File: src/include/gteCompute_defs.svh
//----------------------------------------------------------------------------
// Register map and flag layout of the GTE compute subsystem
// Addresses 16 and up are read-only; unmapped addresses read zero
//----------------------------------------------------------------------------
`ifndef GTE_COMPUTE_DEFS_SVH
`define GTE_COMPUTE_DEFS_SVH

`define GTE_SUM_W       44      // Accumulator width
`define GTE_FRAC        12      // Fraction shift for TR and sf
`define GTE_ADDR_W      5

// Config registers, matrix row-major
`define GTE_ADDR_M11    5'd0
`define GTE_ADDR_M33    5'd8
`define GTE_ADDR_V0     5'd9
`define GTE_ADDR_V2     5'd11
`define GTE_ADDR_TR0    5'd12
`define GTE_ADDR_TR2    5'd14

// Results
`define GTE_ADDR_MAC1   5'd16
`define GTE_ADDR_MAC3   5'd18
`define GTE_ADDR_IR1    5'd19
`define GTE_ADDR_IR3    5'd21
`define GTE_ADDR_FLAG   5'd22

// Flag bits for row 1, rows 2 and 3 sit one and two bits lower
`define GTE_FLAG_POS1   30
`define GTE_FLAG_NEG1   27
`define GTE_FLAG_IRSAT1 24
`define GTE_FLAG_ERR    31

`endif

File: src/source/gtePkg.sv
//----------------------------------------------------------------------------
// Types shared by the GTE compute blocks
// Operand fields are raw two's complement, consumers sign them
//----------------------------------------------------------------------------
`default_nettype none

`include "gteCompute_defs.svh"

package gtePkg;

	// Command latched at start
	typedef struct packed {
		logic sf;       // Shift MAC right by the fraction width
		logic lm;       // Clamp IR at zero
		logic useTr;    // Add the translation term
	} gteCmd;

	// Operands for one matrix row
	typedef struct packed {
		logic [15:0] mat0;
		logic [15:0] mat1;
		logic [15:0] mat2;
		logic [15:0] vec0;
		logic [15:0] vec1;
		logic [15:0] vec2;
		logic [31:0] tr;
	} gteRowOperands;

	typedef struct packed {
		logic macPos;   // 44-bit positive overflow
		logic macNeg;   // 44-bit negative overflow
		logic irSat;
	} gteRowFlags;

	// What one row writes back
	typedef struct packed {
		logic [31:0] mac;
		logic [15:0] ir;
		gteRowFlags  flags;
	} gteRowResult;

endpackage

`default_nettype wire

File: src/source/gteClip.sv
//----------------------------------------------------------------------------
// MAC from the 44-bit sum, then IR saturated to 16 bits, no latency
//----------------------------------------------------------------------------
`timescale 1ns/1ps
`default_nettype none

`include "gteCompute_defs.svh"

module gteClip (
	input  wire [`GTE_SUM_W-1:0]  i_sum,
	input  wire                   i_ovfPos,
	input  wire                   i_ovfNeg,
	input  wire gtePkg::gteCmd    i_cmd,
	output gtePkg::gteRowResult   o_res
);
	import gtePkg::*;

	logic signed [31:0] mac;
	logic signed [31:0] irLo;
	logic [15:0]        ir;
	logic               irSat;

	// sf keeps the integer part, otherwise the low word is taken as is
	assign mac  = i_cmd.sf ? i_sum[`GTE_FRAC +: 32] : i_sum[31:0];
	assign irLo = i_cmd.lm ? 32'sd0 : -32'sd32768;

	always_comb begin
		irSat = 1'b1;
		if (mac > 32'sd32767) begin
			ir = 16'h7fff;
		end else if (mac < irLo) begin
			ir = irLo[15:0];            // 0 or 8000h
		end else begin
			ir    = mac[15:0];
			irSat = 1'b0;
		end
	end

	assign o_res = gteRowResult'{
		mac:   mac,
		ir:    ir,
		flags: gteRowFlags'{macPos: i_ovfPos, macNeg: i_ovfNeg, irSat: irSat}
	};

endmodule

`default_nettype wire

File: src/source/gteComputePath.sv
//----------------------------------------------------------------------------
// Zero-latency MVMVA row summing TR*4096 and three signed 16x16 products
// Partial sums wrap to 44 bits; each stage's overflow is reported
//----------------------------------------------------------------------------
`timescale 1ns/1ps
`default_nettype none

`include "gteCompute_defs.svh"

module gteComputePath (
	input  wire gtePkg::gteRowOperands  i_ops,
	input  wire gtePkg::gteCmd          i_cmd,
	output logic [`GTE_SUM_W-1:0]       o_sum,
	output logic                        o_ovfPos,
	output logic                        o_ovfNeg
);
	import gtePkg::*;

	logic signed [15:0]    matLane [0:2];
	logic signed [15:0]    vecLane [0:2];
	logic signed [31:0]    prod    [0:2];
	logic [`GTE_SUM_W-1:0] trTerm;
	logic [`GTE_SUM_W-1:0] acc;         // Running sum wrapped to 44 bits
	logic [`GTE_SUM_W:0]   stage;       // One guard bit for overflow

	//------------------------------------------------------------------------
	// Product lanes
	//------------------------------------------------------------------------
	assign matLane[0] = i_ops.mat0;
	assign matLane[1] = i_ops.mat1;
	assign matLane[2] = i_ops.mat2;
	assign vecLane[0] = i_ops.vec0;
	assign vecLane[1] = i_ops.vec1;
	assign vecLane[2] = i_ops.vec2;

	for (genvar g = 0; g < 3; g++) begin : genLane
		assign prod[g] = matLane[g] * vecLane[g];   // Signed 16x16 -> 32
	end

	// TR << 12 fills the 44-bit accumulator exactly and keeps the sign on top
	assign trTerm = i_cmd.useTr ? {i_ops.tr, {`GTE_FRAC{1'b0}}} : '0;

	//------------------------------------------------------------------------
	// Chained sum with per-stage range check
	//------------------------------------------------------------------------
	always_comb begin
		acc      = trTerm;
		stage    = '0;
		o_ovfPos = 1'b0;
		o_ovfNeg = 1'b0;
		for (int i = 0; i < 3; i++) begin
			stage = {acc[`GTE_SUM_W-1], acc}
				+ {{(`GTE_SUM_W + 1 - 32){prod[i][31]}}, prod[i]};
			// Guard and top bit disagree when the 44-bit range is left
			o_ovfPos = o_ovfPos | (!stage[`GTE_SUM_W] && stage[`GTE_SUM_W-1]);
			o_ovfNeg = o_ovfNeg | (stage[`GTE_SUM_W] && !stage[`GTE_SUM_W-1]);
			acc = stage[`GTE_SUM_W-1:0];
		end
		o_sum = acc;
	end

endmodule

`default_nettype wire

File: src/source/gteRegFile.sv
//----------------------------------------------------------------------------
// Config and result registers; writes are dropped while the engine is busy
// Result rows are stored on rowWr, the flag word is cleared by an accepted start
//----------------------------------------------------------------------------
`timescale 1ns/1ps
`default_nettype none

`include "gteCompute_defs.svh"

module gteRegFile (
	input  wire                        i_clk,
	input  wire                        i_rstN,
	input  wire                        i_wrEn,
	input  wire [`GTE_ADDR_W-1:0]      i_wrAddr,
	input  wire [31:0]                 i_wrData,
	input  wire [`GTE_ADDR_W-1:0]      i_rdAddr,
	input  wire                        i_busy,
	input  wire                        i_start,
	input  wire [1:0]                  i_rowSel,
	input  wire                        i_rowWr,
	input  wire gtePkg::gteRowResult   i_rowRes,
	output logic [31:0]                o_rdData,
	output gtePkg::gteRowOperands      o_rowOps
);
	import gtePkg::*;

	logic [15:0] mat [0:8];
	logic [15:0] vec [0:2];
	logic [31:0] tr  [0:2];
	logic [31:0] mac [0:2];
	logic [15:0] ir  [0:2];
	logic [30:0] flagReg;           // Sticky bits, bit 31 is derived
	logic [31:0] flagWord;
	logic [30:0] rowFlagSet;
	gteRowFlags  rowFlags;
	logic [3:0]  matBase;

	// Slot of an address inside a three-entry group
	function automatic logic [1:0] slotOf(input logic [`GTE_ADDR_W-1:0] addr,
			input logic [`GTE_ADDR_W-1:0] base);
		logic [`GTE_ADDR_W-1:0] off;
		off = addr - base;
		return off[1:0];
	endfunction

	//------------------------------------------------------------------------
	// Row operand selection
	//------------------------------------------------------------------------
	assign matBase = {2'b00, i_rowSel} + {1'b0, i_rowSel, 1'b0};   // rowSel * 3

	assign o_rowOps = gteRowOperands'{
		mat0: mat[matBase],
		mat1: mat[matBase + 4'd1],
		mat2: mat[matBase + 4'd2],
		vec0: vec[0],
		vec1: vec[1],
		vec2: vec[2],
		tr:   tr[i_rowSel]
	};

	// Place the row flags at their row's bit positions
	assign rowFlags = i_rowRes.flags;
	assign rowFlagSet = ({30'd0, rowFlags.macPos} << (`GTE_FLAG_POS1 - i_rowSel))
		| ({30'd0, rowFlags.macNeg} << (`GTE_FLAG_NEG1 - i_rowSel))
		| ({30'd0, rowFlags.irSat} << (`GTE_FLAG_IRSAT1 - i_rowSel));

	always_ff @(posedge i_clk) begin
		if (!i_rstN) begin
			for (int i = 0; i < 9; i++) begin
				mat[i] <= '0;
			end
			for (int i = 0; i < 3; i++) begin
				vec[i] <= '0;
				tr[i]  <= '0;
				mac[i] <= '0;
				ir[i]  <= '0;
			end
			flagReg <= '0;
		end else begin
			if (i_wrEn && !i_busy) begin
				case (i_wrAddr) inside
					[`GTE_ADDR_M11:`GTE_ADDR_M33]: mat[i_wrAddr[3:0]] <= i_wrData[15:0];
					[`GTE_ADDR_V0:`GTE_ADDR_V2]:
						vec[slotOf(i_wrAddr, `GTE_ADDR_V0)] <= i_wrData[15:0];
					[`GTE_ADDR_TR0:`GTE_ADDR_TR2]:
						tr[slotOf(i_wrAddr, `GTE_ADDR_TR0)] <= i_wrData;
					default: ;      // Read-only or unmapped
				endcase
			end
			if (i_start && !i_busy) begin
				flagReg <= '0;
			end else if (i_rowWr) begin
				mac[i_rowSel] <= i_rowRes.mac;
				ir[i_rowSel]  <= i_rowRes.ir;
				flagReg       <= flagReg | rowFlagSet;
			end
		end
	end

	//------------------------------------------------------------------------
	// Read port
	//------------------------------------------------------------------------
	always_comb begin
		flagWord = {1'b0, flagReg};
		flagWord[`GTE_FLAG_ERR] = |flagReg[`GTE_FLAG_POS1:`GTE_FLAG_IRSAT1 - 1];
		case (i_rdAddr) inside
			[`GTE_ADDR_M11:`GTE_ADDR_M33]:
				o_rdData = {{16{mat[i_rdAddr[3:0]][15]}}, mat[i_rdAddr[3:0]]};
			[`GTE_ADDR_V0:`GTE_ADDR_V2]:
				o_rdData = {{16{vec[slotOf(i_rdAddr, `GTE_ADDR_V0)][15]}},
					vec[slotOf(i_rdAddr, `GTE_ADDR_V0)]};
			[`GTE_ADDR_TR0:`GTE_ADDR_TR2]:   o_rdData = tr[slotOf(i_rdAddr, `GTE_ADDR_TR0)];
			[`GTE_ADDR_MAC1:`GTE_ADDR_MAC3]: o_rdData = mac[slotOf(i_rdAddr, `GTE_ADDR_MAC1)];
			[`GTE_ADDR_IR1:`GTE_ADDR_IR3]:
				o_rdData = {{16{ir[slotOf(i_rdAddr, `GTE_ADDR_IR1)][15]}},
					ir[slotOf(i_rdAddr, `GTE_ADDR_IR1)]};
			`GTE_ADDR_FLAG:                  o_rdData = flagWord;
			default:                         o_rdData = '0;
		endcase
	end

endmodule

`default_nettype wire

File: src/source/gteSequencer.sv
//----------------------------------------------------------------------------
// Steps rows 1..3 over three cycles after an accepted start
// Start is ignored while busy; done is a single-cycle pulse
//----------------------------------------------------------------------------
`timescale 1ns/1ps
`default_nettype none

`include "gteCompute_defs.svh"

module gteSequencer (
	input  wire                 i_clk,
	input  wire                 i_rstN,
	input  wire                 i_start,
	input  wire gtePkg::gteCmd  i_cmd,
	output logic                o_busy,
	output logic                o_done,
	output logic [1:0]          o_rowSel,
	output logic                o_rowWr,
	output gtePkg::gteCmd       o_cmd
);
	import gtePkg::*;

	localparam logic [1:0] LAST_ROW = 2'd2;

	gteCmd      cmdLatch;
	logic [1:0] rowCnt;

	//------------------------------------------------------------------------
	// Row counter FSM
	//------------------------------------------------------------------------
	always_ff @(posedge i_clk) begin
		if (!i_rstN) begin
			o_busy   <= 1'b0;
			o_done   <= 1'b0;
			rowCnt   <= '0;
			cmdLatch <= '0;
		end else begin
			o_done <= 1'b0;             // Pulse by default
			if (!o_busy) begin
				if (i_start) begin
					o_busy   <= 1'b1;
					cmdLatch <= i_cmd;
				end
			end else if (rowCnt == LAST_ROW) begin
				// Third row is written at this edge
				o_busy <= 1'b0;
				o_done <= 1'b1;
				rowCnt <= '0;
			end else begin
				rowCnt <= rowCnt + 2'd1;
			end
		end
	end

	// Every busy cycle retires one row
	assign o_rowWr  = o_busy;
	assign o_rowSel = rowCnt;
	assign o_cmd    = cmdLatch;

endmodule

`default_nettype wire

File: src/source/gteTop.sv
//----------------------------------------------------------------------------
// GTE compute subsystem, one MVMVA command per start
// Results are valid from o_done on; no back-pressure
//----------------------------------------------------------------------------
`timescale 1ns/1ps
`default_nettype none

module gteTop (
	input  wire                 i_clk,
	input  wire                 i_rstN,
	input  wire                 i_wrEn,
	input  wire [4:0]           i_wrAddr,
	input  wire [31:0]          i_wrData,
	input  wire [4:0]           i_rdAddr,
	input  wire                 i_start,
	input  wire gtePkg::gteCmd  i_cmd,
	output logic [31:0]         o_rdData,
	output logic                o_busy,
	output logic                o_done
);
	import gtePkg::*;

	gteCmd         cmd;            // Latched command
	gteRowOperands rowOps;
	gteRowResult   rowRes;
	logic [1:0]    rowSel;
	logic          rowWr;
	logic [43:0]   sum;            // Accumulator width
	logic          ovfPos;
	logic          ovfNeg;

	gteSequencer uSeq (
		.i_clk    (i_clk),
		.i_rstN   (i_rstN),
		.i_start  (i_start),
		.i_cmd    (i_cmd),
		.o_busy   (o_busy),
		.o_done   (o_done),
		.o_rowSel (rowSel),
		.o_rowWr  (rowWr),
		.o_cmd    (cmd)
	);

	gteRegFile uRegs (
		.i_clk    (i_clk),
		.i_rstN   (i_rstN),
		.i_wrEn   (i_wrEn),
		.i_wrAddr (i_wrAddr),
		.i_wrData (i_wrData),
		.i_rdAddr (i_rdAddr),
		.i_busy   (o_busy),
		.i_start  (i_start),
		.i_rowSel (rowSel),
		.i_rowWr  (rowWr),
		.i_rowRes (rowRes),
		.o_rdData (o_rdData),
		.o_rowOps (rowOps)
	);

	gteComputePath uPath (
		.i_ops    (rowOps),
		.i_cmd    (cmd),
		.o_sum    (sum),
		.o_ovfPos (ovfPos),
		.o_ovfNeg (ovfNeg)
	);

	gteClip uClip (
		.i_sum    (sum),
		.i_ovfPos (ovfPos),
		.i_ovfNeg (ovfNeg),
		.i_cmd    (cmd),
		.o_res    (rowRes)
	);

endmodule

`default_nettype wire

File: config.mk
export PLATFORM = sky130hd
export DESIGN_NAME = gteTop
export DESIGN_NICKNAME = d
export VERILOG_FILES = /design/src/source/gtePkg.sv /design/src/source/gteClip.sv /design/src/source/gteComputePath.sv /design/src/source/gteRegFile.sv /design/src/source/gteSequencer.sv /design/src/source/gteTop.sv
export VERILOG_INCLUDE_DIRS = /design/src /design/src/include
export SDC_FILE = /design/constraint.sdc
export NUM_CORES = 2
export LEC_CHECK = 0
export CORE_MARGIN = 5
export CORE_UTILIZATION = 60
export CTS_CLUSTER_DIAMETER = 150
export DETAILED_ROUTE_END_ITERATION = 8
export DONT_BUFFER_PORTS = 1
export PLACE_DENSITY = 0.84
export SLEW_MARGIN = 30
export SYNTH_ARGS = -nofsm -noshare
export SYNTH_HDL_FRONTEND = slang
export SYNTH_HIERARCHICAL = 1
export SYNTH_SLANG_ARGS = --single-unit
File: constraint.sdc
create_clock -name i_clk -period 22.4 [get_ports i_clk]
set_input_delay 2.24 -clock i_clk [delete_from_list [all_inputs] [get_ports i_clk]]
set_output_delay 2.24 -clock i_clk [all_outputs]
set_load 0.005 [all_outputs]
==> results_dict.tcl <==
set metrics [dict create \
    floorplan.rows 127 \
    finalSetupViolations 0 \
    worst_skew_pair.late_latency_ps 620 \
    layout-area-overhead-vs-synth_pct 5.14 \
    final-max-slew-violation-count 0 \
    critPathKind "reg2reg" \
    path_max_fanout 110 \
    drc_violations_left 0 \
    clk_transition_reported_paths_ps 60 \
    fin_hold_ws_ps 467 \
    cts.sinks 630 \
    critPathLaunchType "register" \
    regArea_um2 18700 \
    cap_viol_max_count 0 \
    fp.coreArea_um2 120000 \
    arrival_time_reported_for_the_critical_path_endpoint_ps 21510 \
    port_buffers 0 \
    final_core_occ 0.636 \
    gr_util_all_layers 0.328 \
    fraction_of_final_layout_cells_with_drive_strength_greater_than_1 0.0967 \
    status "finished clean" \
    hpwl_um 155000 \
    nFillCells 8785 \
    wire_per_inst_um 26.0 \
    violation_count_after_the_first_detailed_routing_iteration 6284 \
    register_bit_total_from_synthesis 630 \
    vias_per_cell 6.27 \
    tightest_slew_ps 1100 \
    die_width_um 358 \
    pin_count_of_the_biggest_net_entering_global_routing 170 \
    rsz0062_at_grt "false" \
    post-synth-top-count-cell "inv_1" \
    cts_setup_buffers 0 \
    cts_tree "yes" \
    dieArea_um2 128000 \
    async_flop_share 0 \
    synth_cells 6305 \
    tritoncts.num_buffers 54 \
    timing.critical_path.slowest_stage_cell "fa_1" \
    synth_area_per_cell_um2 11.5 \
    worst-endpoint-required_ps 22860 \
    drt_total_wl_um 207000 \
    area_of_combinational_cells_with_multiple_inputs_um2 49200 \
    synth_edf_count 608 \
    worst_path_most_repeated_cell "fa_1" \
    first_global_vias 53700 \
    synth.top_cells.by_count "inv_1 (1124), fa_1 (1038), and2_1 (794)" \
    postCtsHoldBufs 0 \
    yosysSeqAreaShare 0.257 \
    dr_total_vias 49900 \
    synth_area_leader_cell "fa_1" \
    final_net_count 7779 \
    start_util 0.605 \
    antenna_found_initial 23 \
    yosysTopAreaCellShare 0.285 \
    critical_path_buf_inv_count 10 \
    finalWorstPathRequiredPeriod_ps 21040 \
    max-slew-margin-rel 0.265 \
    place_congestion 1.03 \
    grt_first_pass_wirelength_um 318000 \
    cts-htree-levels 2 \
    setup.worst_path.end_class "register" \
    achievable-frequency_mhz 47.5 \
    timing.final.crit_share 0.939 \
    detail-route-antenna-nets 0 \
    final.setup.tns_ps 0 \
    grt.overflow.total 0 \
    die_height_um 358 \
    min-delay-path-class "reg2reg" \
    synthesized_area_um2 72800 \
    synth_top_flop_cell "edfxtp_1" \
    timing_hold_violations_final 0 \
    io_pins 83 \
    fin_skew_ps 27.3 \
    firstDrtPassIters 7 \
    yosys_warnings 6 \
    max_stage_delay_ps 870 \
    ctsResizeCount 0 \
    clk_root_buffer_cell "clkbuf_16" \
    worst_path_dominant_cell_family "adder cells" \
    synth_area_leaders "fa_1 (29%), edfxtp_1 (25%), mux4_2 (10%)" \
    yosys.cell_types.count 94 \
    cts_buffer_depth 3 \
]
[area by class of cell]
cell class	count	share of cell area
Antenna cell	10	0.000327
Clock buffer	71	0.0194
Clock inverter	24	0.00345
Inverter	1125	0.0552
Multi-Input combinational cell	4406	0.643
Sequential cell	630	0.244
Tap cell	1612	0.0263
Timing Repair Buffer	74	0.00788
[worst paths after layout]
check | endpoint | slack, ps | startpoint | cells after the start
min reg2reg | uRegs/flagReg[17] | 470 | uRegs/flagReg[17] | 1
max reg2reg | uRegs/flagReg[26] | 1360 | uSeq/o_rowSel[0] | 66
max | uRegs/flagReg[26] | 1360 | uSeq/o_rowSel[0] | 66
min | uRegs/flagReg[17] | 470 | uRegs/flagReg[17] | 1
[state kept, by name, indices dropped and copies added (netlist names), 2 cells and up]
name           count
uRegs/ir          64
uRegs/mac         96
uRegs/vec         64
uRegs/flagReg     15
uSeq/o_cmd         3
uRegs/tr         128
uRegs/mat        256
uSeq/o_rowSel      2
[cells by family after synthesis]
group | synth area share
mux | 0.122
compound gates | 0.0535
fa+ha+maj | 0.354
xor+xnor | 0.0165
simple gates | 0.120
flops | 0.257
other cells | 0.0000515
buf+inv | 0.0769
[layout by cell type (no fill, tap or decap), types with 10 or more instances in the layout]
| master | synthesis | final |
|---|---|---|
| inv_1 | 1124 | 1122 |
| fa_1 | 1038 | 1038 |
| and2_1 | 794 | 794 |
| edfxtp_1 | 608 | 608 |
| nand2_1 | 474 | 474 |
| ha_1 | 401 | 399 |
| mux4_2 | 333 | 333 |
| conb_1 | 1 | 160 |
| nor2_1 | 145 | 140 |
| a21oi_1 | 138 | 138 |
| xnor2_1 | 103 | 103 |
| o21ai_0 | 109 | 97 |
| buf_4 | 16 | 69 |
| mux2_2 | 66 | 66 |
| a21o_1 | 62 | 62 |
| clkbuf_16 | 0 | 56 |
| nand2b_1 | 58 | 53 |
| nand3_1 | 46 | 46 |
| mux2i_1 | 38 | 38 |
| o22ai_1 | 33 | 33 |
| xor2_1 | 34 | 33 |
| o21a_1 | 26 | 26 |
| o21bai_1 | 24 | 24 |
| a221oi_1 | 23 | 23 |
| o21ai_1 | 15 | 23 |
| dfxtp_1 | 22 | 20 |
| nand3b_1 | 19 | 19 |
| nand4_1 | 17 | 17 |
| nor3_1 | 17 | 17 |
| a221o_1 | 17 | 17 |
| a211oi_1 | 16 | 16 |
| a21bo_1 | 15 | 15 |
| a31oi_1 | 13 | 13 |
| clkbuf_1 | 213 | 12 |
| mux2_1 | 12 | 12 |
| o211ai_1 | 12 | 12 |
| nor2b_1 | 12 | 12 |
| and3_1 | 14 | 11 |
| diode_2 | 0 | 10 |
[stage by stage]
step | worst slack [ps] | instance area, um2 | std cells
final | 1360 | 76600 | 7952
after global routing | 416 | 76500 | 7942
after CTS | 1690 | 76500 | 7941
after detailed placement | 1740 | 74800 | 7846
after global placement | 1940 | 74800 | 7846
after floorplan | 2960 | 73400 | 6464
[worst register-to-register path: cells and delay by family, from the launching register on]
family                   cells  cell delay [ps]
AO/OA/AOI/OAI               12             2640
XOR/XNOR                     3              740
adder cells (fa/ha/maj)     21            10610
buffers and inverters       10             1520
flip-flops                   1              480
multiplexers                 3             1040
AND/OR/NAND/NOR             17             3870
[metal layers]
metal / vias up / routed length [um] / track usage
met5: - / 63 / 0
li1: 20600 / - / -
met4: 8 / 12000 / 0.154
met3: 718 / 28800 / 0.115
met2: 3455 / 93600 / 0.513
met1: 25100 / 72300 / 0.415
Power is not shown: default switching activity piles up to over one toggle a cycle in this logic, so the estimate is an artifact.
